**src/hw/mips_pkg.sv**
```systemverilog
`default_nettype none

package mips_pkg;

typedef logic [31:0] word_t;
typedef logic [4:0]  reg_addr_t;

// operation applied to rs and the second operand
typedef enum logic [2:0] {
	alu_add,
	alu_sub,
	alu_and,
	alu_or,
	alu_slt,
	alu_lui,
	alu_pass
} alu_op_t;

// everything execute needs, operands already read
typedef struct packed {
	alu_op_t   op;
	word_t     rs_val;
	word_t     rt_val;
	word_t     imm;
	logic      use_imm;
	reg_addr_t rd;
	logic      reg_write;
	logic      load;
	logic      store;
	logic      branch;
	logic      branch_ne;
	word_t     pc;
} decoded_t;

// bubble in the pipeline
localparam decoded_t nop_decoded = '{op: alu_pass, default: '0};

endpackage

`default_nettype wire

```
**src/hw/wb_master_if.sv**
```systemverilog
`timescale 1ns/1ps
`default_nettype none

interface wb_master_if ();

logic            cyc;
logic            stb;
logic            we;
logic [3:0]      sel;
mips_pkg::word_t adr;
mips_pkg::word_t dat_w;
mips_pkg::word_t dat_r;
logic            ack;

modport master (
	output cyc, stb, we, sel, adr, dat_w,
	input  dat_r, ack
);

modport slave (
	input  cyc, stb, we, sel, adr, dat_w,
	output dat_r, ack
);

endinterface

`default_nettype wire

```
**src/hw/cpu_core.sv**
```systemverilog
`timescale 1ns/1ps
`default_nettype none

module cpu_core #(
	parameter mips_pkg::word_t reset_pc = 32'h0000_0100
) (
	input  wire logic   clk,
	input  wire logic   rst,
	wb_master_if.master ibus,
	wb_master_if.master dbus
);

logic                busy;
logic                redirect;
mips_pkg::word_t     target;
logic                fetch_valid;
mips_pkg::word_t     fetch_instr;
mips_pkg::word_t     fetch_pc;
mips_pkg::reg_addr_t raddr_a;
mips_pkg::reg_addr_t raddr_b;
mips_pkg::word_t     rdata_a;
mips_pkg::word_t     rdata_b;
logic                rf_we;
mips_pkg::reg_addr_t rf_waddr;
mips_pkg::word_t     rf_wdata;
mips_pkg::decoded_t  dec;
mips_pkg::decoded_t  id_ex;

regfile regfile_inst (
	.clk,
	.rst,
	.raddr_a,
	.raddr_b,
	.rdata_a,
	.rdata_b,
	.we    ( rf_we    ),
	.waddr ( rf_waddr ),
	.wdata ( rf_wdata )
);

instr_fetch #(
	.reset_pc ( reset_pc )
) instr_fetch_inst (
	.clk,
	.rst,
	.ibus,
	.take   ( !busy       ),
	.valid  ( fetch_valid ),
	.instr  ( fetch_instr ),
	.pc     ( fetch_pc    ),
	.redirect,
	.target
);

decode decode_inst (
	.valid ( fetch_valid ),
	.instr ( fetch_instr ),
	.pc    ( fetch_pc    ),
	.raddr_a,
	.raddr_b,
	.rdata_a,
	.rdata_b,
	.dec
);

// pipeline between ID and EX
always_ff @(posedge clk or posedge rst) begin
	if (rst) begin
		id_ex <= mips_pkg::nop_decoded;
	end else if (redirect) begin
		id_ex <= mips_pkg::nop_decoded;
	end else if (!busy) begin
		id_ex <= dec;
	end
end

exec_mem exec_mem_inst (
	.clk,
	.rst,
	.dec   ( id_ex    ),
	.dbus,
	.busy,
	.redirect,
	.target,
	.we    ( rf_we    ),
	.waddr ( rf_waddr ),
	.wdata ( rf_wdata )
);

endmodule

`default_nettype wire

```
**src/hw/decode.sv**
```systemverilog
`timescale 1ns/1ps
`default_nettype none

module decode (
	input  wire logic            valid,
	input  wire mips_pkg::word_t instr,
	input  wire mips_pkg::word_t pc,
	output mips_pkg::reg_addr_t  raddr_a,
	output mips_pkg::reg_addr_t  raddr_b,
	input  wire mips_pkg::word_t rdata_a,
	input  wire mips_pkg::word_t rdata_b,
	output mips_pkg::decoded_t   dec
);

logic [5:0]          opcode;
logic [5:0]          funct;
logic [15:0]         imm16;
mips_pkg::word_t     imm_sext;
mips_pkg::word_t     imm_zext;
mips_pkg::reg_addr_t rt;
mips_pkg::reg_addr_t rd;
mips_pkg::decoded_t  d;
logic                known;

assign opcode = instr[31:26];
assign funct = instr[5:0];
assign imm16 = instr[15:0];
assign imm_sext = {{16{imm16[15]}}, imm16};
assign imm_zext = {16'h0000, imm16};
assign rt = instr[20:16];
assign rd = instr[15:11];

assign raddr_a = instr[25:21];
assign raddr_b = rt;

always_comb begin
	d = mips_pkg::nop_decoded;
	known = 1'b1;
	d.rs_val = rdata_a;
	d.rt_val = rdata_b;
	d.imm = imm_sext;
	d.pc = pc;
	case (opcode)
		6'h00: begin
			d.rd = rd;
			d.reg_write = 1'b1;
			case (funct)
				6'h21: d.op = mips_pkg::alu_add;
				6'h23: d.op = mips_pkg::alu_sub;
				6'h24: d.op = mips_pkg::alu_and;
				6'h25: d.op = mips_pkg::alu_or;
				6'h2a: d.op = mips_pkg::alu_slt;
				default: known = 1'b0;
			endcase
		end
		// addiu
		6'h09: begin
			d.op = mips_pkg::alu_add;
			d.use_imm = 1'b1;
			d.rd = rt;
			d.reg_write = 1'b1;
		end
		// ori and lui take the raw immediate
		6'h0d, 6'h0f: begin
			d.op = (opcode == 6'h0d) ? mips_pkg::alu_or : mips_pkg::alu_lui;
			d.imm = imm_zext;
			d.use_imm = 1'b1;
			d.rd = rt;
			d.reg_write = 1'b1;
		end
		// lw
		6'h23: begin
			d.op = mips_pkg::alu_add;
			d.use_imm = 1'b1;
			d.rd = rt;
			d.reg_write = 1'b1;
			d.load = 1'b1;
		end
		// sw
		6'h2b: begin
			d.op = mips_pkg::alu_add;
			d.use_imm = 1'b1;
			d.store = 1'b1;
		end
		// beq, bne
		6'h04, 6'h05: begin
			d.branch = 1'b1;
			d.branch_ne = opcode[0];
		end
		default: known = 1'b0;
	endcase
end

assign dec = (valid && known) ? d : mips_pkg::nop_decoded;

endmodule

`default_nettype wire

```
**src/hw/exec_mem.sv**
```systemverilog
`timescale 1ns/1ps
`default_nettype none

module exec_mem (
	input  wire logic               clk,
	input  wire logic               rst,
	input  wire mips_pkg::decoded_t dec,
	wb_master_if.master             dbus,
	output logic                    busy,
	output logic                    redirect,
	output mips_pkg::word_t         target,
	output logic                    we,
	output mips_pkg::reg_addr_t     waddr,
	output mips_pkg::word_t         wdata
);

mips_pkg::word_t opb;
mips_pkg::word_t result;
logic            mem_op;
logic            mem_done;
logic            acked_q;

assign opb = dec.use_imm ? dec.imm : dec.rt_val;

always_comb begin
	case (dec.op)
		mips_pkg::alu_add: result = dec.rs_val + opb;
		mips_pkg::alu_sub: result = dec.rs_val - opb;
		mips_pkg::alu_and: result = dec.rs_val & opb;
		mips_pkg::alu_or:  result = dec.rs_val | opb;
		mips_pkg::alu_slt: result = {31'd0, $signed(dec.rs_val) < $signed(opb)};
		mips_pkg::alu_lui: result = {opb[15:0], 16'h0000};
		default:           result = opb;
	endcase
end

// branch resolves here, younger work is flushed
assign redirect = dec.branch && ((dec.rs_val == dec.rt_val) == dec.branch_ne ? 1'b0 : 1'b1);
assign target = dec.pc + 32'd4 + {dec.imm[29:0], 2'b00};

assign mem_op = dec.load || dec.store;
assign mem_done = dbus.cyc && dbus.ack;

// cyc has to drop for a cycle between back-to-back accesses
always_ff @(posedge clk or posedge rst) begin
	if (rst) begin
		acked_q <= 1'b0;
	end else begin
		acked_q <= mem_done;
	end
end

assign dbus.cyc = mem_op && !acked_q;
assign dbus.stb = mem_op && !acked_q;
assign dbus.we = dec.store;
assign dbus.sel = 4'hf;
assign dbus.adr = result;
assign dbus.dat_w = dec.rt_val;

assign busy = mem_op && !mem_done;

// loads retire on the ack edge
assign we = dec.reg_write && (!dec.load || mem_done);
assign waddr = dec.rd;
assign wdata = dec.load ? dbus.dat_r : result;

a_no_redirect_when_busy: assert property (@(posedge clk) disable iff (rst)
	!(redirect && busy));

a_cyc_held_to_ack: assert property (@(posedge clk) disable iff (rst)
	(dbus.cyc && !dbus.ack) |=> dbus.cyc);

endmodule

`default_nettype wire

```
**src/hw/instr_fetch.sv**
```systemverilog
`timescale 1ns/1ps
`default_nettype none

module instr_fetch #(
	parameter mips_pkg::word_t reset_pc = 32'h0000_0100
) (
	input  wire logic            clk,
	input  wire logic            rst,
	wb_master_if.master          ibus,
	input  wire logic            take,
	output logic                 valid,
	output mips_pkg::word_t      instr,
	output mips_pkg::word_t      pc,
	input  wire logic            redirect,
	input  wire mips_pkg::word_t target
);

mips_pkg::word_t pc_q;
mips_pkg::word_t adr_q;
mips_pkg::word_t start_pc;
logic            cyc_q;
logic            discard_q;
logic            start;
logic            done;

assign done = cyc_q && ibus.ack;
// idle and the buffer is free after this edge
assign start = !cyc_q && (!valid || take || redirect);
assign start_pc = redirect ? target : pc_q;

always_ff @(posedge clk or posedge rst) begin
	if (rst) begin
		cyc_q <= 1'b0;
		discard_q <= 1'b0;
		pc_q <= reset_pc;
		valid <= 1'b0;
	end else begin
		if (start) begin
			cyc_q <= 1'b1;
			pc_q <= start_pc + 32'd4;
		end else begin
			if (done) begin
				cyc_q <= 1'b0;
			end
			if (redirect) begin
				pc_q <= target;
			end
		end
		// word in flight belongs to the old path
		if (done) begin
			discard_q <= 1'b0;
		end else if (redirect && cyc_q) begin
			discard_q <= 1'b1;
		end
		if (redirect) begin
			valid <= 1'b0;
		end else if (done && !discard_q) begin
			valid <= 1'b1;
		end else if (take) begin
			valid <= 1'b0;
		end
	end
end

always_ff @(posedge clk) begin
	if (start) begin
		adr_q <= start_pc;
	end
	if (done) begin
		instr <= ibus.dat_r;
		pc <= adr_q;
	end
end

assign ibus.cyc = cyc_q;
assign ibus.stb = cyc_q;
assign ibus.we = 1'b0;
assign ibus.sel = 4'hf;
assign ibus.adr = adr_q;
assign ibus.dat_w = '0;

// branch targets from execute must stay word aligned too
a_adr_aligned: assert property (@(posedge clk) disable iff (rst)
	ibus.cyc |-> ibus.adr[1:0] == 2'b00);

endmodule

`default_nettype wire

```
**src/hw/mini_mips_top.sv**
```systemverilog
`timescale 1ns/1ps
`default_nettype none

module mini_mips_top #(
	parameter mips_pkg::word_t reset_pc = 32'h0000_0100
) (
	input  wire logic            clk,
	input  wire logic            rst,
	output logic                 ibus_cyc,
	output logic                 ibus_stb,
	output mips_pkg::word_t      ibus_adr,
	input  wire mips_pkg::word_t ibus_dat_r,
	input  wire logic            ibus_ack,
	output logic                 dbus_cyc,
	output logic                 dbus_stb,
	output logic                 dbus_we,
	output logic [3:0]           dbus_sel,
	output mips_pkg::word_t      dbus_adr,
	output mips_pkg::word_t      dbus_dat_w,
	input  wire mips_pkg::word_t dbus_dat_r,
	input  wire logic            dbus_ack
);

wb_master_if ibus ();
wb_master_if dbus ();

cpu_core #(
	.reset_pc ( reset_pc )
) cpu_core_inst (
	.clk,
	.rst,
	.ibus,
	.dbus
);

// instruction bus is read only
assign ibus_cyc = ibus.cyc;
assign ibus_stb = ibus.stb;
assign ibus_adr = ibus.adr;
assign ibus.dat_r = ibus_dat_r;
assign ibus.ack = ibus_ack;

assign dbus_cyc = dbus.cyc;
assign dbus_stb = dbus.stb;
assign dbus_we = dbus.we;
assign dbus_sel = dbus.sel;
assign dbus_adr = dbus.adr;
assign dbus_dat_w = dbus.dat_w;
assign dbus.dat_r = dbus_dat_r;
assign dbus.ack = dbus_ack;

endmodule

`default_nettype wire

```
**src/hw/regfile.sv**
```systemverilog
`timescale 1ns/1ps
`default_nettype none

module regfile (
	input  wire logic                clk,
	input  wire logic                rst,
	input  wire mips_pkg::reg_addr_t raddr_a,
	input  wire mips_pkg::reg_addr_t raddr_b,
	output mips_pkg::word_t          rdata_a,
	output mips_pkg::word_t          rdata_b,
	input  wire logic                we,
	input  wire mips_pkg::reg_addr_t waddr,
	input  wire mips_pkg::word_t     wdata
);

// r0 has no storage
mips_pkg::word_t regs [31:1];

function automatic mips_pkg::word_t read_port(input mips_pkg::reg_addr_t addr);
	if (addr == '0) begin
		return '0;
	end
	// retiring write seen by decode in the same cycle
	if (we && addr == waddr) begin
		return wdata;
	end
	return regs[addr];
endfunction

always_ff @(posedge clk) begin
	if (we && waddr != '0) begin
		regs[waddr] <= wdata;
	end
end

always_comb begin
	rdata_a = read_port(raddr_a);
	rdata_b = read_port(raddr_b);
end

a_zero_reads_zero: assert property (@(posedge clk) disable iff (rst)
	(raddr_a == '0 |-> rdata_a == '0) and (raddr_b == '0 |-> rdata_b == '0));

endmodule

`default_nettype wire

```
**config.mk**
```make
export PLATFORM = sky130hd
export DESIGN_NAME = mini_mips_top
export DESIGN_NICKNAME = d
export VERILOG_FILES = /design/src/hw/mips_pkg.sv /design/src/hw/wb_master_if.sv /design/src/hw/cpu_core.sv /design/src/hw/decode.sv /design/src/hw/exec_mem.sv /design/src/hw/instr_fetch.sv /design/src/hw/mini_mips_top.sv /design/src/hw/regfile.sv
export SDC_FILE = /design/constraint.sdc
export NUM_CORES = 2
export LEC_CHECK = 0
export BUFFER_PORTS_ARGS = -buffer_cell sky130_fd_sc_hd__clkbuf_2
export CAP_MARGIN = 10
export CORE_MARGIN = 1
export CORE_UTILIZATION = 45
export CTS_BUF_LIST = sky130_fd_sc_hd__clkbuf_4 sky130_fd_sc_hd__clkbuf_8 sky130_fd_sc_hd__clkbuf_16
export DETAILED_ROUTE_END_ITERATION = 16
export GPL_TIMING_DRIVEN = 0
export PLACE_DENSITY_LB_ADDON = 0.05
export SLEW_MARGIN = 25
export SYNTH_ARGS = -nofsm -noshare
export SYNTH_HDL_FRONTEND = slang
export SYNTH_SLANG_ARGS = --single-unit
```
**constraint.sdc**
```tcl
create_clock -name clk -period 13.7 [get_ports clk]
set_input_delay 2.74 -clock clk [delete_from_list [all_inputs] [get_ports clk]]
set_output_delay 2.74 -clock clk [all_outputs]
set_load 0.02 [all_outputs]
```
==> results.toml <==
[sta]
maxSlewViolCount = 0
period_needed_ns = 10.63
setup_tns_ns = 0
timing.hold.ws_ns = 0.451
finalHoldViolCount = 0
rsz0062_at_grt = "no"
tightest_slew_ns = 1.13
period_share_pct = 77.6
clock_skew_ns = 0.0473
fmax_ghz = 0.0941
max_slew_margin_pct = 22.7
finalSetupViolCount = 0

[power_and_ir_drop]
seqPwrFrac_pct = 45.8
power_switching_uw = 2420
leakagePower_uw = 0.0273
switching_share_pct = 26.0
p_int_uw = 6890
p_per_area_mw_per_mm2 = 123
p_clk_share_pct = 40.8
comb_power_share_pct = 13.5
ir_drop_uv = 124

[setup_path]
worstSetupEndpointType = "output port"
start_kind = "flip-flop"
cpMaxStageDelayCell = "buf_1"
arrival_ns = 7.89
cp.required_ns = 10.96
path_class = "reg -> out"
worstPathMaxFanout = 10
crit_chain = "clkbuf_1, buf_1, clkbuf_1, mux2_2, inv_1, ha_1, nor3_1, a21oi_1, a21oi_1, a211oi_1, o211ai_1, a31oi_1, o21ai_0, a21oi_1, o211ai_1, xnor2_1, nand2_1, nand2_1, clkbuf_2"
cpMostUsedCell = "a21oi_1"
critPathTopFamily = "compound AO/OA/AOI/OAI gates"
reg2reg_setup_slack_ns = 5.86
slowest_delay_ns = 0.82
critPathBufInv = 5

[clocking]
path_clk_slew_ns = 0.06
post_cts_resized = 0
cts_buffers = 139
cts_max_level = 4
cts-root-buf = "clkbuf_16"
clock_latency_ns = 0.79
ctsLongestPathBuffers = 3
cts_hold_buf = 0
cts_tree = "done"
post-cts-setup-buffers = 0
cts_sinks = 1261

[detailed_routing]
first_iter_violations = 5487
drc = 0
vias_per_cell = 6.54
wl_per_cell_um = 37.0
dr_total_vias = 43900
postRouteAntennaNets = 0
drtPass1Iterations = 6
totalWireLength_um = 248000

[yosys]
synthAdderAreaFrac_pct = 3.44
yosys_warnings = 0
avgSynthCellArea_um2 = 15.4
synth-edff-count = 1088
synth-seq-area-share_pct = 56.8
synthFlopType = "edfxtp_1"
synth-xor-area-share_pct = 1.72
synth_cells = 4216
synth_compound_area_share_pct = 7.38
synthMuxAreaShare_pct = 23.1
ys_seq_elements = 1261
ys_types = 97
async_flop_share_pct = 12.9
synth_top_family_by_area = "multiplexers"
synth_simple_gate_area_share_pct = 4.61
netlist_area_mm2 = 0.0651

[floorplan]
die_area_mm2 = 0.146
die_h_um = 382
start_util_pct = 45.4
core_mm2 = 0.143
io_pins = 173
die_w_um = 382
rows = 139

[place]
gp_congestion = 0.958
numPortBuffers = 168
dp_hpwl_um = 185000
post-place-cells = 6446

[cells_and_area]
layout_common_cells = "edfxtp_1, mux4_2, a21oi_1"
nFillCells = 11900
fin_nets = 4929
mostFrequentLayoutCell = "edfxtp_1"
synthToLayoutAreaGrowth_pct = 16.1
drive_gt1_share_pct = 29.3
fin_cells = 6703

[global_routing]
grt_util_all_layers_pct = 34.0
overflow = 0
grt_pass1_vias = 42900
grt_max_degree = 85
grt_first_pass_wirelength_um = 342000
antenna_found_initial = 11

[run]
cap_violations = 0

[status]
outcome = "finished clean"

[worst_hold_path]
hold_path.class = "reg -> reg"
## worst reg2reg max path, stage by stage, from the launching register on
cell and delay, ns:
dfrtp_1 0.33, clkbuf_1 0.43, buf_1 0.83, clkbuf_1 0.74, mux2_2 0.51, inv_1 0.12
ha_1 0.23, buf_4 0.18, or4_4 0.56, a21oi_1 0.40, nor2_1 0.17, a2111oi_4 0.34
o21ai_0 0.15, o211ai_1 0.12, xnor2_1 0.15, a221oi_1 0.98, mux2i_2 0.51, inv_1 0.78
## flip-flops by register name, summed over array words and instances, names as in the netlist, named ones only
| register | cells |
|---|---|
| cpu_core_inst.regfile_inst.regs | 992 |
| cpu_core_inst.id_ex | 127 |
| cpu_core_inst.instr_fetch_inst.ibus.adr | 32 |
| cpu_core_inst.instr_fetch_inst.instr | 32 |
| cpu_core_inst.instr_fetch_inst.pc | 32 |
| cpu_core_inst.instr_fetch_inst.pc_q | 32 |
| cpu_core_inst.exec_mem_inst.acked_q | 1 |
| cpu_core_inst.instr_fetch_inst.discard_q | 1 |
| cpu_core_inst.instr_fetch_inst.ibus.cyc | 1 |
| cpu_core_inst.instr_fetch_inst.valid | 1 |
## cells in the mapped netlist, types with 6 or more instances
library cell / number / share of area, %
nand2b_1: 24 / 0.23
o21ai_0: 133 / 1.0
inv_1: 149 / 0.86
buf_2: 17 / 0.13
ha_1: 174 / 3.3
and3_1: 6 / 0.058
a21oi_1: 235 / 1.8
xor2_1: 52 / 0.70
nor3_1: 55 / 0.42
and2_1: 11 / 0.11
a32o_1: 13 / 0.20
a21o_1: 28 / 0.32
xnor2_1: 76 / 1.0
nor2b_1: 16 / 0.15
clkbuf_1: 177 / 1.0
nor2_1: 230 / 1.3
mux4_2: 569 / 20
a311oi_1: 6 / 0.081
o31ai_1: 16 / 0.18
o211ai_1: 16 / 0.18
buf_4: 42 / 0.48
buf_1: 79 / 0.46
nor4_1: 14 / 0.13
mux2_2: 52 / 0.90
dfxtp_1: 10 / 0.31
mux2i_1: 159 / 2.4
nand3_1: 39 / 0.30
a211oi_1: 45 / 0.52
dfrtp_1: 160 / 6.2
a22oi_1: 10 / 0.12
o22ai_1: 35 / 0.34
nand4_1: 18 / 0.17
o21a_1: 8 / 0.092
nor3b_1: 10 / 0.12
a22o_1: 65 / 0.87
o21ai_1: 12 / 0.092
o21bai_1: 28 / 0.32
nand2_1: 203 / 1.2
edfxtp_1: 1088 / 50
a31oi_1: 22 / 0.21
## final timing paths
check	from	to	cells after the start
min in group asynchronous	rst	cpu_core_inst.id_ex[50]$_DFFE_PP0P_	2
max in group asynchronous	rst	cpu_core_inst.instr_fetch_inst.pc_q[8]$_DFF_PP1_	3
max	cpu_core_inst.id_ex[42]$_DFFE_PP0P_	dbus_adr[28]	19
min reg2reg	cpu_core_inst.instr_fetch_inst.ibus.adr[11]$_DFFE_PP_	cpu_core_inst.instr_fetch_inst.pc[11]$_DFFE_PP_	0
min	cpu_core_inst.instr_fetch_inst.ibus.adr[11]$_DFFE_PP_	cpu_core_inst.instr_fetch_inst.pc[11]$_DFFE_PP_	0
max reg2reg	cpu_core_inst.id_ex[42]$_DFFE_PP0P_	cpu_core_inst.regfile_inst.regs[31][19]$_DFFE_PP_	17
## layout make-up
class                      count  area (µm²)  share of cell area [%]
timing repair buffer         324        2980                    3.94
sequential                  1261       37000                    48.9
buffer                       316        1480                    1.96
inverter                     152         582                   0.770
tap                         1903        2380                    3.15
multi-input combinational   2490       26600                    35.2
antenna                        1        2.50                 0.00331
clock buffer                 185        3950                    5.23
clock inverter                71         653                   0.864
## through the flow
| step | cell area [µm²] | power, µW | setup WS (ns) | util [%] |
|---|---|---|---|---|
| 2_1_floorplan | 65100 | 5060 | 6.56 | - |
| 3_3_place_gp | 68300 | 5560 | 1.06 | 47.6 |
| 3_5_place_dp | 70900 | 5580 | 4.00 | 49.4 |
| 4_1_cts | 75500 | 9330 | 3.14 | 52.7 |
| 5_1_grt | 75600 | 9530 | 2.92 | 52.7 |
| 6_report | 75600 | 9310 | 3.07 | 52.7 |
## logic make-up after synthesis
group                    after synthesis
AO/OA/AOI/OAI                        742
XOR/XNOR                             128
adder cells (fa/ha/maj)              177
buffers and inverters                468
flip-flops                          1261
multiplexers                         782
other                                  1
AND/OR/NAND/NOR                      657
## routing by layer
metal	track usage (%)	part of all wire [%]
met3	7.59	9.7
met4	15.3	5.1
met1	46.2	39
met2	52.4	46
met5	0	0.047
## power by group through the flow
stage	sequential, µW	combinational (µW)	clock (µW)
3_5_place_dp	4340	1240	0
6_report	4260	1260	3790
4_1_cts	4260	1240	3830
2_1_floorplan	4330	722	0
3_3_place_gp	4340	1220	0
5_1_grt	4260	1300	3970
No activity file was read; power rests on OpenSTA's default activity.
